`config.mk`:
```
export PLATFORM = sky130hd
export DESIGN_NAME = usb_tx
export DESIGN_NICKNAME = d
export VERILOG_FILES = /design/src/hdl/usb_tx_pkg.sv /design/src/hdl/usb_tx.sv /design/src/hdl/usb_tx_line_encoder.sv /design/src/hdl/usb_tx_bit_stuffer.sv /design/src/hdl/usb_tx_crc16.sv /design/src/hdl/usb_tx_packet_fsm.sv
export SDC_FILE = /design/constraint.sdc
export NUM_CORES = 1
export LEC_CHECK = 0
export ABC_AREA = 1
export BUFFER_PORTS_ARGS = -buffer_cell sky130_fd_sc_hd__buf_2
export CAP_MARGIN = 20
export CORE_ASPECT_RATIO = 0.9
export CORE_UTILIZATION = 57
export CTS_CLUSTER_DIAMETER = 150
export DETAILED_ROUTE_END_ITERATION = 7
export PLACE_DENSITY_LB_ADDON = 0.15
export SETUP_SLACK_MARGIN = 0.5
export SKIP_LAST_GASP = 1
export SLEW_MARGIN = 20
export SYNTH_ARGS = -nofsm -noshare
export SYNTH_HDL_FRONTEND = slang
export SYNTH_SLANG_ARGS = --single-unit
export TNS_END_PERCENT = 100
```
`constraint.sdc`:
```
create_clock -name tb_clk -period 2.4 [get_ports tb_clk]
set_input_delay 0.48 -clock tb_clk [delete_from_list [all_inputs] [get_ports tb_clk]]
set_output_delay 0.48 -clock tb_clk [all_outputs]
set_load 0.03 [all_outputs]
```
`src/hdl/usb_tx_pkg.sv`:
```
// Constants and the PID byte type shared by the USB full-speed transmitter
// Bit timing assumes a clock of CLKS_PER_BIT times the 12 Mb/s line rate
// Only DATA0 and the three handshakes are encoded
package usb_tx_pkg;

	// **************************************************
	// Line timing
	// **************************************************
	localparam int CLKS_PER_BIT = 8;
	localparam int BIT_CNT_W = 3;
	localparam int SYNC_BITS = 8;
	localparam int STUFF_LIMIT = 6;
	localparam int ONES_W = $clog2(STUFF_LIMIT + 1);
	localparam int EOP_SE0_BITS = 2;

	// Line symbol select, sequencer through stuffer to line driver
	localparam logic [1:0] SYM_DATA = 2'd0;
	localparam logic [1:0] SYM_SE0 = 2'd1;
	localparam logic [1:0] SYM_J = 2'd2;

	// **************************************************
	// Packets and payload
	// **************************************************
	localparam int PKT_SEL_W = 2;
	localparam logic [PKT_SEL_W-1:0] PKT_DATA0 = 2'd0;
	localparam logic [PKT_SEL_W-1:0] PKT_ACK = 2'd1;
	localparam logic [PKT_SEL_W-1:0] PKT_NAK = 2'd2;
	localparam logic [PKT_SEL_W-1:0] PKT_STALL = 2'd3;

	localparam logic [3:0] PID_DATA0 = 4'b0011;
	localparam logic [3:0] PID_ACK = 4'b0010;
	localparam logic [3:0] PID_NAK = 4'b1010;
	localparam logic [3:0] PID_STALL = 4'b1110;

	localparam int OCC_W = 7;
	localparam int MAX_PAYLOAD = 64;

	// Sequencer states
	localparam int STATE_W = 3;
	localparam logic [STATE_W-1:0] ST_IDLE = 3'd0;
	localparam logic [STATE_W-1:0] ST_SYNC = 3'd1;
	localparam logic [STATE_W-1:0] ST_PID = 3'd2;
	localparam logic [STATE_W-1:0] ST_DATA = 3'd3;
	localparam logic [STATE_W-1:0] ST_CRC = 3'd4;
	localparam logic [STATE_W-1:0] ST_EOP = 3'd5;
	localparam logic [STATE_W-1:0] ST_J = 3'd6;

	// **************************************************
	// CRC
	// **************************************************
	localparam int CRC_W = 16;
	localparam int IDX_W = $clog2(CRC_W);
	localparam logic [CRC_W-1:0] CRC_POLY = 16'h8005;
	localparam logic [CRC_W-1:0] CRC_INIT = 16'hffff;

	// PID byte, raw or split into PID and its complement check
	typedef union packed {
		logic [7:0] raw;
		struct packed {
			logic [3:0] check;
			logic [3:0] pid;
		} fields;
	} usb_pid_u;

endpackage
```
`src/hdl/usb_tx.sv`:
```
`timescale 1ns/1ps

// USB full-speed bulk endpoint transmitter, ACK, NAK, STALL and DATA0
// The first sync bit reaches the lines one clock after tx_active rises
// tx_data must show the next payload byte within a bit time of data_get
module usb_tx (
	input  logic                             tb_clk,
	input  logic                             rst_n,
	input  logic                             tx_start,
	input  logic [usb_tx_pkg::PKT_SEL_W-1:0] tx_packet,
	input  logic [usb_tx_pkg::OCC_W-1:0]     buffer_occupancy,
	input  logic [7:0]                       tx_data,
	output logic                             data_get,
	output logic                             tx_active,
	output logic                             dplus,
	output logic                             dminus
);

	logic       raw_bit;
	logic       bit_valid;
	logic       stuff_en;
	logic       bit_tick;
	logic       bit_taken;
	logic [1:0] fsm_sym;
	logic [1:0] line_sym;
	logic       line_bit;
	logic       crc_clear;
	logic       crc_feed;
	logic       crc_shift;
	logic       crc_bit;

	usb_tx_packet_fsm u_fsm (
		.tb_clk           (tb_clk),
		.rst_n            (rst_n),
		.tx_start         (tx_start),
		.tx_packet        (tx_packet),
		.buffer_occupancy (buffer_occupancy),
		.tx_data          (tx_data),
		.bit_taken        (bit_taken),
		.crc_bit          (crc_bit),
		.data_get         (data_get),
		.tx_active        (tx_active),
		.raw_bit          (raw_bit),
		.bit_valid        (bit_valid),
		.stuff_en         (stuff_en),
		.bit_tick         (bit_tick),
		.line_sym         (fsm_sym),
		.crc_clear        (crc_clear),
		.crc_feed         (crc_feed),
		.crc_shift        (crc_shift)
	);

	// Taken bits are the CRC strobe, a withheld bit is offered again
	usb_tx_crc16 u_crc (
		.tb_clk     (tb_clk),
		.rst_n      (rst_n),
		.crc_clear  (crc_clear),
		.bit_strobe (bit_taken),
		.crc_feed   (crc_feed),
		.crc_shift  (crc_shift),
		.data_bit   (raw_bit),
		.crc_bit    (crc_bit)
	);

	usb_tx_bit_stuffer u_stuff (
		.tb_clk    (tb_clk),
		.rst_n     (rst_n),
		.raw_bit   (raw_bit),
		.bit_valid (bit_valid),
		.stuff_en  (stuff_en),
		.bit_tick  (bit_tick),
		.sym_in    (fsm_sym),
		.bit_taken (bit_taken),
		.line_bit  (line_bit),
		.line_sym  (line_sym)
	);

	usb_tx_line_encoder u_line (
		.tb_clk   (tb_clk),
		.rst_n    (rst_n),
		.line_bit (line_bit),
		.bit_tick (bit_tick),
		.line_sym (line_sym),
		.dplus    (dplus),
		.dminus   (dminus)
	);

endmodule

```
`src/hdl/usb_tx_line_encoder.sv`:
```
`timescale 1ns/1ps

// NRZI encoder and D+/D- driver
// Acts one clock after each bit_tick, when the stuffer output has settled
// J is dplus high and dminus low, SE0 drives both low
module usb_tx_line_encoder (
	input  logic       tb_clk,
	input  logic       rst_n,
	input  logic       line_bit,
	input  logic       bit_tick,
	input  logic [1:0] line_sym,
	output logic       dplus,
	output logic       dminus
);
	import usb_tx_pkg::*;

	logic tick_q;
	// Line state, high for J and low for K
	logic nrzi_q;
	logic nrzi_nxt;
	logic se0;

	assign se0 = (line_sym == SYM_SE0);

	always_comb begin
		case (line_sym)
			SYM_J:   nrzi_nxt = 1'b1;
			SYM_SE0: nrzi_nxt = nrzi_q;
			// Zero toggles the line, one holds it
			default: nrzi_nxt = line_bit ? nrzi_q : ~nrzi_q;
		endcase
	end

	always_ff @(posedge tb_clk or negedge rst_n) begin
		if (!rst_n) begin
			tick_q <= 1'b0;
			nrzi_q <= 1'b1;
			dplus  <= 1'b1;
			dminus <= 1'b0;
		end else begin
			tick_q <= bit_tick;
			if (tick_q) begin
				nrzi_q <= nrzi_nxt;
				dplus  <= !se0 && nrzi_nxt;
				dminus <= !se0 && !nrzi_nxt;
			end
		end
	end

endmodule

```
`src/hdl/usb_tx_bit_stuffer.sv`:
```
`timescale 1ns/1ps

// Bit stuffer between the sequencer and the line driver
// Ones are counted only while stuff_en is high, so a stuffed zero owed after
// the last CRC bit still goes out ahead of the EOP
// bit_taken is combinational and low for the bit time a zero is inserted
module usb_tx_bit_stuffer (
	input  logic       tb_clk,
	input  logic       rst_n,
	input  logic       raw_bit,
	input  logic       bit_valid,
	input  logic       stuff_en,
	input  logic       bit_tick,
	input  logic [1:0] sym_in,
	output logic       bit_taken,
	output logic       line_bit,
	output logic [1:0] line_sym
);
	import usb_tx_pkg::*;

	logic [ONES_W-1:0] ones_cnt;
	logic              offer;
	logic              stuff_now;

	assign offer     = bit_tick && bit_valid;
	assign stuff_now = (ones_cnt == ONES_W'(STUFF_LIMIT));
	assign bit_taken = offer && !stuff_now;

	always_ff @(posedge tb_clk or negedge rst_n) begin
		if (!rst_n) begin
			ones_cnt <= '0;
			line_bit <= 1'b1;
			line_sym <= SYM_J;
		end else if (offer) begin
			if (stuff_now) begin
				// Inserted zero, the offered bit waits one bit time
				line_bit <= 1'b0;
				line_sym <= SYM_DATA;
				ones_cnt <= '0;
			end else begin
				line_bit <= raw_bit;
				line_sym <= sym_in;
				if (stuff_en && raw_bit)
					ones_cnt <= ones_cnt + 1'b1;
				else
					ones_cnt <= '0;
			end
		end
	end

endmodule

```
`src/hdl/usb_tx_crc16.sv`:
```
`timescale 1ns/1ps

// Serial CRC-16 for DATA0 payloads, data bits fed LSB first
// Only strobed bits count, so a repeated bit after stuffing is not fed twice
// While shifting, crc_bit is the complemented remainder, top bit first
module usb_tx_crc16 (
	input  logic tb_clk,
	input  logic rst_n,
	input  logic crc_clear,
	input  logic bit_strobe,
	input  logic crc_feed,
	input  logic crc_shift,
	input  logic data_bit,
	output logic crc_bit
);
	import usb_tx_pkg::*;

	logic [CRC_W-1:0] rem_q;
	logic             feedback;

	assign feedback = data_bit ^ rem_q[CRC_W-1];
	assign crc_bit  = ~rem_q[CRC_W-1];

	always_ff @(posedge tb_clk or negedge rst_n) begin
		if (!rst_n) begin
			rem_q <= CRC_INIT;
		end else if (crc_clear) begin
			rem_q <= CRC_INIT;
		end else if (bit_strobe && crc_feed) begin
			// Shift left, fold in the polynomial on a set feedback bit
			rem_q <= {rem_q[CRC_W-2:0], 1'b0} ^ (feedback ? CRC_POLY : '0);
		end else if (bit_strobe && crc_shift) begin
			// Move the next remainder bit to the top
			rem_q <= {rem_q[CRC_W-2:0], 1'b1};
		end
	end

endmodule

```
`src/hdl/usb_tx_packet_fsm.sv`:
```
`timescale 1ns/1ps

// Packet sequencer for sync, PID, DATA0 payload, CRC, EOP and the trailing J
// tx_start is taken only in idle, and sync bit 0 is offered in that same cycle
// data_get is combinational, tx_data is copied on the clock ending the pulse
// Payload length is latched at start and capped at MAX_PAYLOAD
// tx_active drops one clock after the last J bit time of the sequencer
module usb_tx_packet_fsm (
	input  logic                             tb_clk,
	input  logic                             rst_n,
	input  logic                             tx_start,
	input  logic [usb_tx_pkg::PKT_SEL_W-1:0] tx_packet,
	input  logic [usb_tx_pkg::OCC_W-1:0]     buffer_occupancy,
	input  logic [7:0]                       tx_data,
	input  logic                             bit_taken,
	input  logic                             crc_bit,
	output logic                             data_get,
	output logic                             tx_active,
	output logic                             raw_bit,
	output logic                             bit_valid,
	output logic                             stuff_en,
	output logic                             bit_tick,
	output logic [1:0]                       line_sym,
	output logic                             crc_clear,
	output logic                             crc_feed,
	output logic                             crc_shift
);
	import usb_tx_pkg::*;

	logic [STATE_W-1:0]   state_q;
	logic [STATE_W-1:0]   state_nxt;
	logic [BIT_CNT_W-1:0] bit_cnt;
	logic [IDX_W-1:0]     idx_q;
	logic [IDX_W-1:0]     idx_nxt;
	logic [7:0]           shift_q;
	logic [PKT_SEL_W-1:0] pkt_q;
	logic [OCC_W-1:0]     bytes_q;
	logic [OCC_W-1:0]     occ_limited;
	logic [3:0]           pid_code;
	usb_pid_u             pid_byte;
	logic                 start_ok;
	logic                 byte_end;
	logic                 more_bytes;
	logic                 load_byte;
	logic                 shift_bit;

	assign start_ok   = (state_q == ST_IDLE) && tx_start;
	assign bit_valid  = (state_q != ST_IDLE) || tx_start;
	// Bit timer is held at zero in idle, so a start lands on a boundary
	assign bit_tick   = (bit_cnt == '0);
	assign crc_clear  = start_ok;
	assign byte_end   = (idx_q == IDX_W'(7));
	assign more_bytes = (bytes_q != '0);
	assign load_byte  = bit_taken && byte_end && more_bytes &&
		((state_q == ST_PID) || (state_q == ST_DATA));
	assign shift_bit  = bit_taken && ((state_q == ST_PID) || (state_q == ST_DATA));
	assign data_get   = load_byte;

	assign occ_limited = (buffer_occupancy > OCC_W'(MAX_PAYLOAD)) ?
		OCC_W'(MAX_PAYLOAD) : buffer_occupancy;

	always_comb begin
		case (tx_packet)
			PKT_ACK:   pid_code = PID_ACK;
			PKT_NAK:   pid_code = PID_NAK;
			PKT_STALL: pid_code = PID_STALL;
			default:   pid_code = PID_DATA0;
		endcase
		pid_byte.fields.pid   = pid_code;
		pid_byte.fields.check = ~pid_code;
	end

	// **************************************************
	// Bit offered to the stuffer
	// **************************************************
	always_comb begin
		raw_bit   = 1'b0;
		stuff_en  = 1'b0;
		line_sym  = SYM_DATA;
		crc_feed  = 1'b0;
		crc_shift = 1'b0;
		case (state_q)
			ST_SYNC: raw_bit = (idx_q == IDX_W'(SYNC_BITS - 1));
			ST_PID: begin
				raw_bit  = shift_q[0];
				stuff_en = 1'b1;
			end
			ST_DATA: begin
				raw_bit  = shift_q[0];
				stuff_en = 1'b1;
				crc_feed = 1'b1;
			end
			ST_CRC: begin
				raw_bit   = crc_bit;
				stuff_en  = 1'b1;
				crc_shift = 1'b1;
			end
			ST_EOP:  line_sym = SYM_SE0;
			ST_J:    line_sym = SYM_J;
			// Idle offers sync bit 0
			default: raw_bit = 1'b0;
		endcase
	end

	// **************************************************
	// Next state, advanced only on taken bits
	// **************************************************
	always_comb begin
		state_nxt = state_q;
		case (state_q)
			ST_IDLE: begin
				if (start_ok)
					state_nxt = ST_SYNC;
			end
			ST_SYNC: begin
				if (bit_taken && (idx_q == IDX_W'(SYNC_BITS - 1)))
					state_nxt = ST_PID;
			end
			ST_PID: begin
				if (bit_taken && byte_end) begin
					if (pkt_q != PKT_DATA0)
						state_nxt = ST_EOP;
					else
						state_nxt = more_bytes ? ST_DATA : ST_CRC;
				end
			end
			ST_DATA: begin
				if (bit_taken && byte_end && !more_bytes)
					state_nxt = ST_CRC;
			end
			ST_CRC: begin
				if (bit_taken && (idx_q == IDX_W'(CRC_W - 1)))
					state_nxt = ST_EOP;
			end
			ST_EOP: begin
				if (bit_taken && (idx_q == IDX_W'(EOP_SE0_BITS - 1)))
					state_nxt = ST_J;
			end
			// J bit, then one more bit time holding J
			ST_J: begin
				if (bit_taken && (idx_q == IDX_W'(1)))
					state_nxt = ST_IDLE;
			end
			default: state_nxt = ST_IDLE;
		endcase

		// Idle already sent sync bit 0, so SYNC starts at index 1
		idx_nxt = bit_taken ? idx_q + 1'b1 : idx_q;
		if (load_byte || ((state_nxt != state_q) && (state_q != ST_IDLE)))
			idx_nxt = '0;
	end

	always_ff @(posedge tb_clk or negedge rst_n) begin
		if (!rst_n) begin
			state_q   <= ST_IDLE;
			idx_q     <= '0;
			bit_cnt   <= '0;
			pkt_q     <= PKT_DATA0;
			bytes_q   <= '0;
			tx_active <= 1'b0;
		end else begin
			state_q   <= state_nxt;
			idx_q     <= idx_nxt;
			tx_active <= start_ok || (state_q != ST_IDLE);
			if (state_nxt == ST_IDLE)
				bit_cnt <= '0;
			else if (bit_cnt == BIT_CNT_W'(CLKS_PER_BIT - 1))
				bit_cnt <= '0;
			else
				bit_cnt <= bit_cnt + 1'b1;
			if (start_ok) begin
				pkt_q   <= tx_packet;
				bytes_q <= (tx_packet == PKT_DATA0) ? occ_limited : '0;
			end else if (load_byte) begin
				bytes_q <= bytes_q - 1'b1;
			end
		end
	end

	// PID or payload byte, shifted out LSB first
	always_ff @(posedge tb_clk) begin
		if (start_ok)
			shift_q <= pid_byte.raw;
		else if (load_byte)
			shift_q <= tx_data;
		else if (shift_bit)
			shift_q <= {1'b0, shift_q[7:1]};
	end

endmodule

```
==> flow_summary_export.csv <==
group,metric,value,unit
timing,fin_tns_setup,0,ns
finish,utilization,0.719,
route,route.vias.total,2373,
synthesis,synthXorXnorAreaFrac,0.0183,
finish,areaGrowthSynthToFinish,20.9,%
cts,clock_sinks,54,
worst_hold_path,hp-class,"primary input to async pin",
timing,finalClockSkew,0.0113,ns
placed_design,dp_hpwl,4.01,mm
die,io_pins,24,
job,drv_cap,0,
die,die_area,5330,sq um
synthesis,synth-seq-cells,54,
timing,whs,0.241,ns
setup_path,crit_type,"register to primary output",
setup_path,path_max_fanout,2,
route,routed_wl,5.87,mm
placed_design,dpl_cell_area,3100,sq um
pwr,power_density,585,nW/um^2
synthesis,synth_cells,338,
grt,antenna_found_initial,0,
synthesis,synth_nets,368,
run_status,status,"complete, no violations",
cts,cts_tree,"yes",
route,final_antenna_net_count,0,
setup_path,cp.arrival,1.57,ns
timing,fin_crit_sh,0.852,
synthesis,synthAdderAreaFrac,0.0435,
route,via_per_inst,5.22,
grt,grt_pass1_vias,2180,
route,wl_per_cell,12.9,um
pwr,vdd_drop_max,460,uV
cts,h-tree-depth,2,
placed_design,dp_cells,426,
cts,path_clk_slew,0.10,ns
grt,grt_max_degree,47,
timing,finalSetupViolCount,0,
setup_path,path_cells,"ha_2, nand2_2, nor2_4, nand4_4, nor3_4, buf_6",
cts,clk_latency,0.31,ns
grt,grt_pass1_wl,9.74,mm
setup_path,critPathCaptureType,"primary output",
synthesis,synth_area,2870,sq um
synthesis,avgSynthCellArea,8.50,sq um
setup_path,critPathRequiredTime,1.92,ns
finish,nFillCells,377,
setup_path,crit_path_start,"u_fsm.idx_q[0]",
timing,rsz0062_at_grt,"yes",
placed_design,gp_congestion,0.880,
timing,tightestPinTransition,0.564,ns
route,route.detailed.drc,0,
die,coreArea,4830,sq um
cts,cts_root_buf,"clkbuf_8",
synthesis,synth-compound-area-share,0.135,
setup_path,critPathTopFamily,"simple AND/OR/NAND/NOR gates",
die,floorplan.initialDensity,0.594,
synthesis,synth_top_area_frac,0.226,
setup_path,r2r-start,"u_fsm.bit_cnt[0]",
timing,maxSlewHeadroom,0.624,
finish,nNetsFinal,419,
synthesis,yosysWarnings,0,
synthesis,synth_simple_gate_area_frac,0.222,
grt,grt-ovfl-total,0,
cts,numCtsBuffers,5,
setup_path,critical-path-max-stage-delay,0.39,ns
synthesis,yosysTopAreaCell,"dfrtp_1",
cts,cts_buffer_depth,2,
die,die_h,69.4,um
setup_path,crit_buf_inv,1,
cts,hold_buffers,0,
timing,final.min_clock_period,2.05,ns
timing,fmax,489,MHz
synthesis,synth_top_family_by_area,"simple AND/OR/NAND/NOR gates",
finish,final_layout_size_suffix_gt1_frac,0.318,
synthesis,ys_top_cells_by_area,"dfrtp_1, dfstp_2, edfxtp_1, nand2_1, inv_1",
setup_path,cp-start-kind,"register",
die,rows,24,
finish,stdcell_count,455,
die,die_w,76.9,um
setup_path,cp_slowest_cell,"dfrtp_1",
route,first_pass_iters,4,
timing,finalMaxSlewViolations,0,
pwr,leakage,0.00170,uW
synthesis,ys_seq_area_frac,0.493,
synthesis,yosysUniqueCellTypes,37,
synthesis,synth.mux.area_fraction,0,
placed_design,port-buffer-count,23,
grt,grt_use_total,0.233,
route,drt_iter0_drc,153,
timing,hold_violations,0,
finish,diodes,0,
finish,design_area,3480,sq um
-- synth_stat cells (all sizes together) --
master,instances
a22oi,11
nand2,59
o32ai,1
a32o,1
o21ai,33
o211ai,2
dfrtp,26
or2,1
a21oi,13
buf,5
nor3b,1
nand4,4
nor2,51
nor3,2
ha,10
edfxtp,8
xnor2,1
xor2,5
o21bai,1
a31oi,2
o22ai,1
o22a,1
nand3b,1
dfstp,20
nand3,19
inv,58
clkbuf,1
-- registers in the layout, indices dropped and copies added, names as in the netlist, 2 cells and up --
signal / count
u_fsm.bytes_q: 7
u_fsm.state_q: 3
u_fsm.pkt_q: 2
u_stuff.ones_cnt: 3
u_fsm.bit_cnt: 3
u_crc.rem_q: 16
u_stuff.line_sym: 2
u_fsm.idx_q: 4
u_fsm.shift_q: 8
-- area by class of cell --
cell class,instances,area (sq um),area share
Multi-Input combinational cell,220,1320,0.379
Sequential cell,54,1420,0.408
Clock inverter,3,20.0,0.00576
Clock buffer,5,68.8,0.0198
Inverter,58,228,0.0655
Tap cell,65,81.3,0.0234
Timing Repair Buffer,49,335,0.0965
Timing Repair inverter,1,5.00,0.00144
-- cell families (layout without fill, tap and decap cells) --
kind of cell               after synthesis  count (layout)
AOI/OAI and AO/OA                       66              66
xor gates and xnor gates                 6               6
adders and majority gates               10              10
buffers and inverters                   64             116
DFF                                     54              54
and+or+nand+nor                        138             138
-- power by group --
group | internal (uW) | total, uW | leakage [uW] | switching, uW
Clock | 206 | 502 | 0.0000484 | 296
Sequential | 1050 | 1100 | 0.000586 | 54.6
Combinational | 182 | 431 | 0.00107 | 249
-- final timing paths --
path,slack (ns),cells after the start,endpoint
min in group tb_clk,0.45,3,u_fsm.pkt_q[0]
max,0.35,6,data_get
min reg2reg,0.49,2,u_crc.rem_q[14]
max in group asynchronous,1.75,2,u_fsm.state_q[0]
max reg2reg,0.46,13,u_fsm.idx_q[3]
min,0.24,2,u_fsm.bytes_q[5]
-- cells in the final DEF, fill, tap and decap left out, types with 3 or more instances in the layout --
cell	netlist	final
a21oi_1	12	11
dfrtp_1	26	24
nor2_2	7	8
nor2_1	42	33
buf_4	0	21
dfstp_2	20	20
inv_1	53	49
clkbuf_8	0	5
ha_1	10	8
nor2_4	2	10
buf_6	1	6
nand3_1	18	17
a22oi_1	11	11
buf_2	4	22
nand2_1	58	52
inv_2	5	7
edfxtp_1	8	8
nand4_1	3	3
xor2_1	5	5
o21ai_0	32	31
nand2_2	1	6
-- through the flow --
step           setup WS [ns]  total power [uW]
2_1_floorplan          0.407              1360
3_3_place_gp           0.256              1450
3_5_place_dp           0.202              1460
4_1_cts                0.261              2010
5_1_grt                0.268              2160
6_report               0.355              2030
-- repair_timing --
action | CTS | global route
gates cloned | 0 | 1
buffers inserted | 7 | 13
endpoints found under the setup margin | 28 | 34
pin swaps | 6 | 20
hold endpoints to repair | 0 | 0
gates resized for setup | 14 | 29
-- layer usage --
layer / track usage / wire, um
met5: 0 / 0
met4: 0.0641 / 57
met3: 0.0539 / 254
met2: 0.360 / 2670
met1: 0.331 / 2890
-- worst register-to-register path: stages (launching register included) --
cell,delay (ns)
dfrtp_1,0.39
inv_1,0.06
ha_1,0.15
inv_2,0.04
nor2_4,0.13
buf_4,0.15
nand2_4,0.08
nor2_4,0.19
buf_4,0.14
buf_4,0.09
buf_4,0.11
nand4_1,0.10
xor2_1,0.16
nor2_1,0.10
No activity file was read; power rests on OpenSTA's default activity.
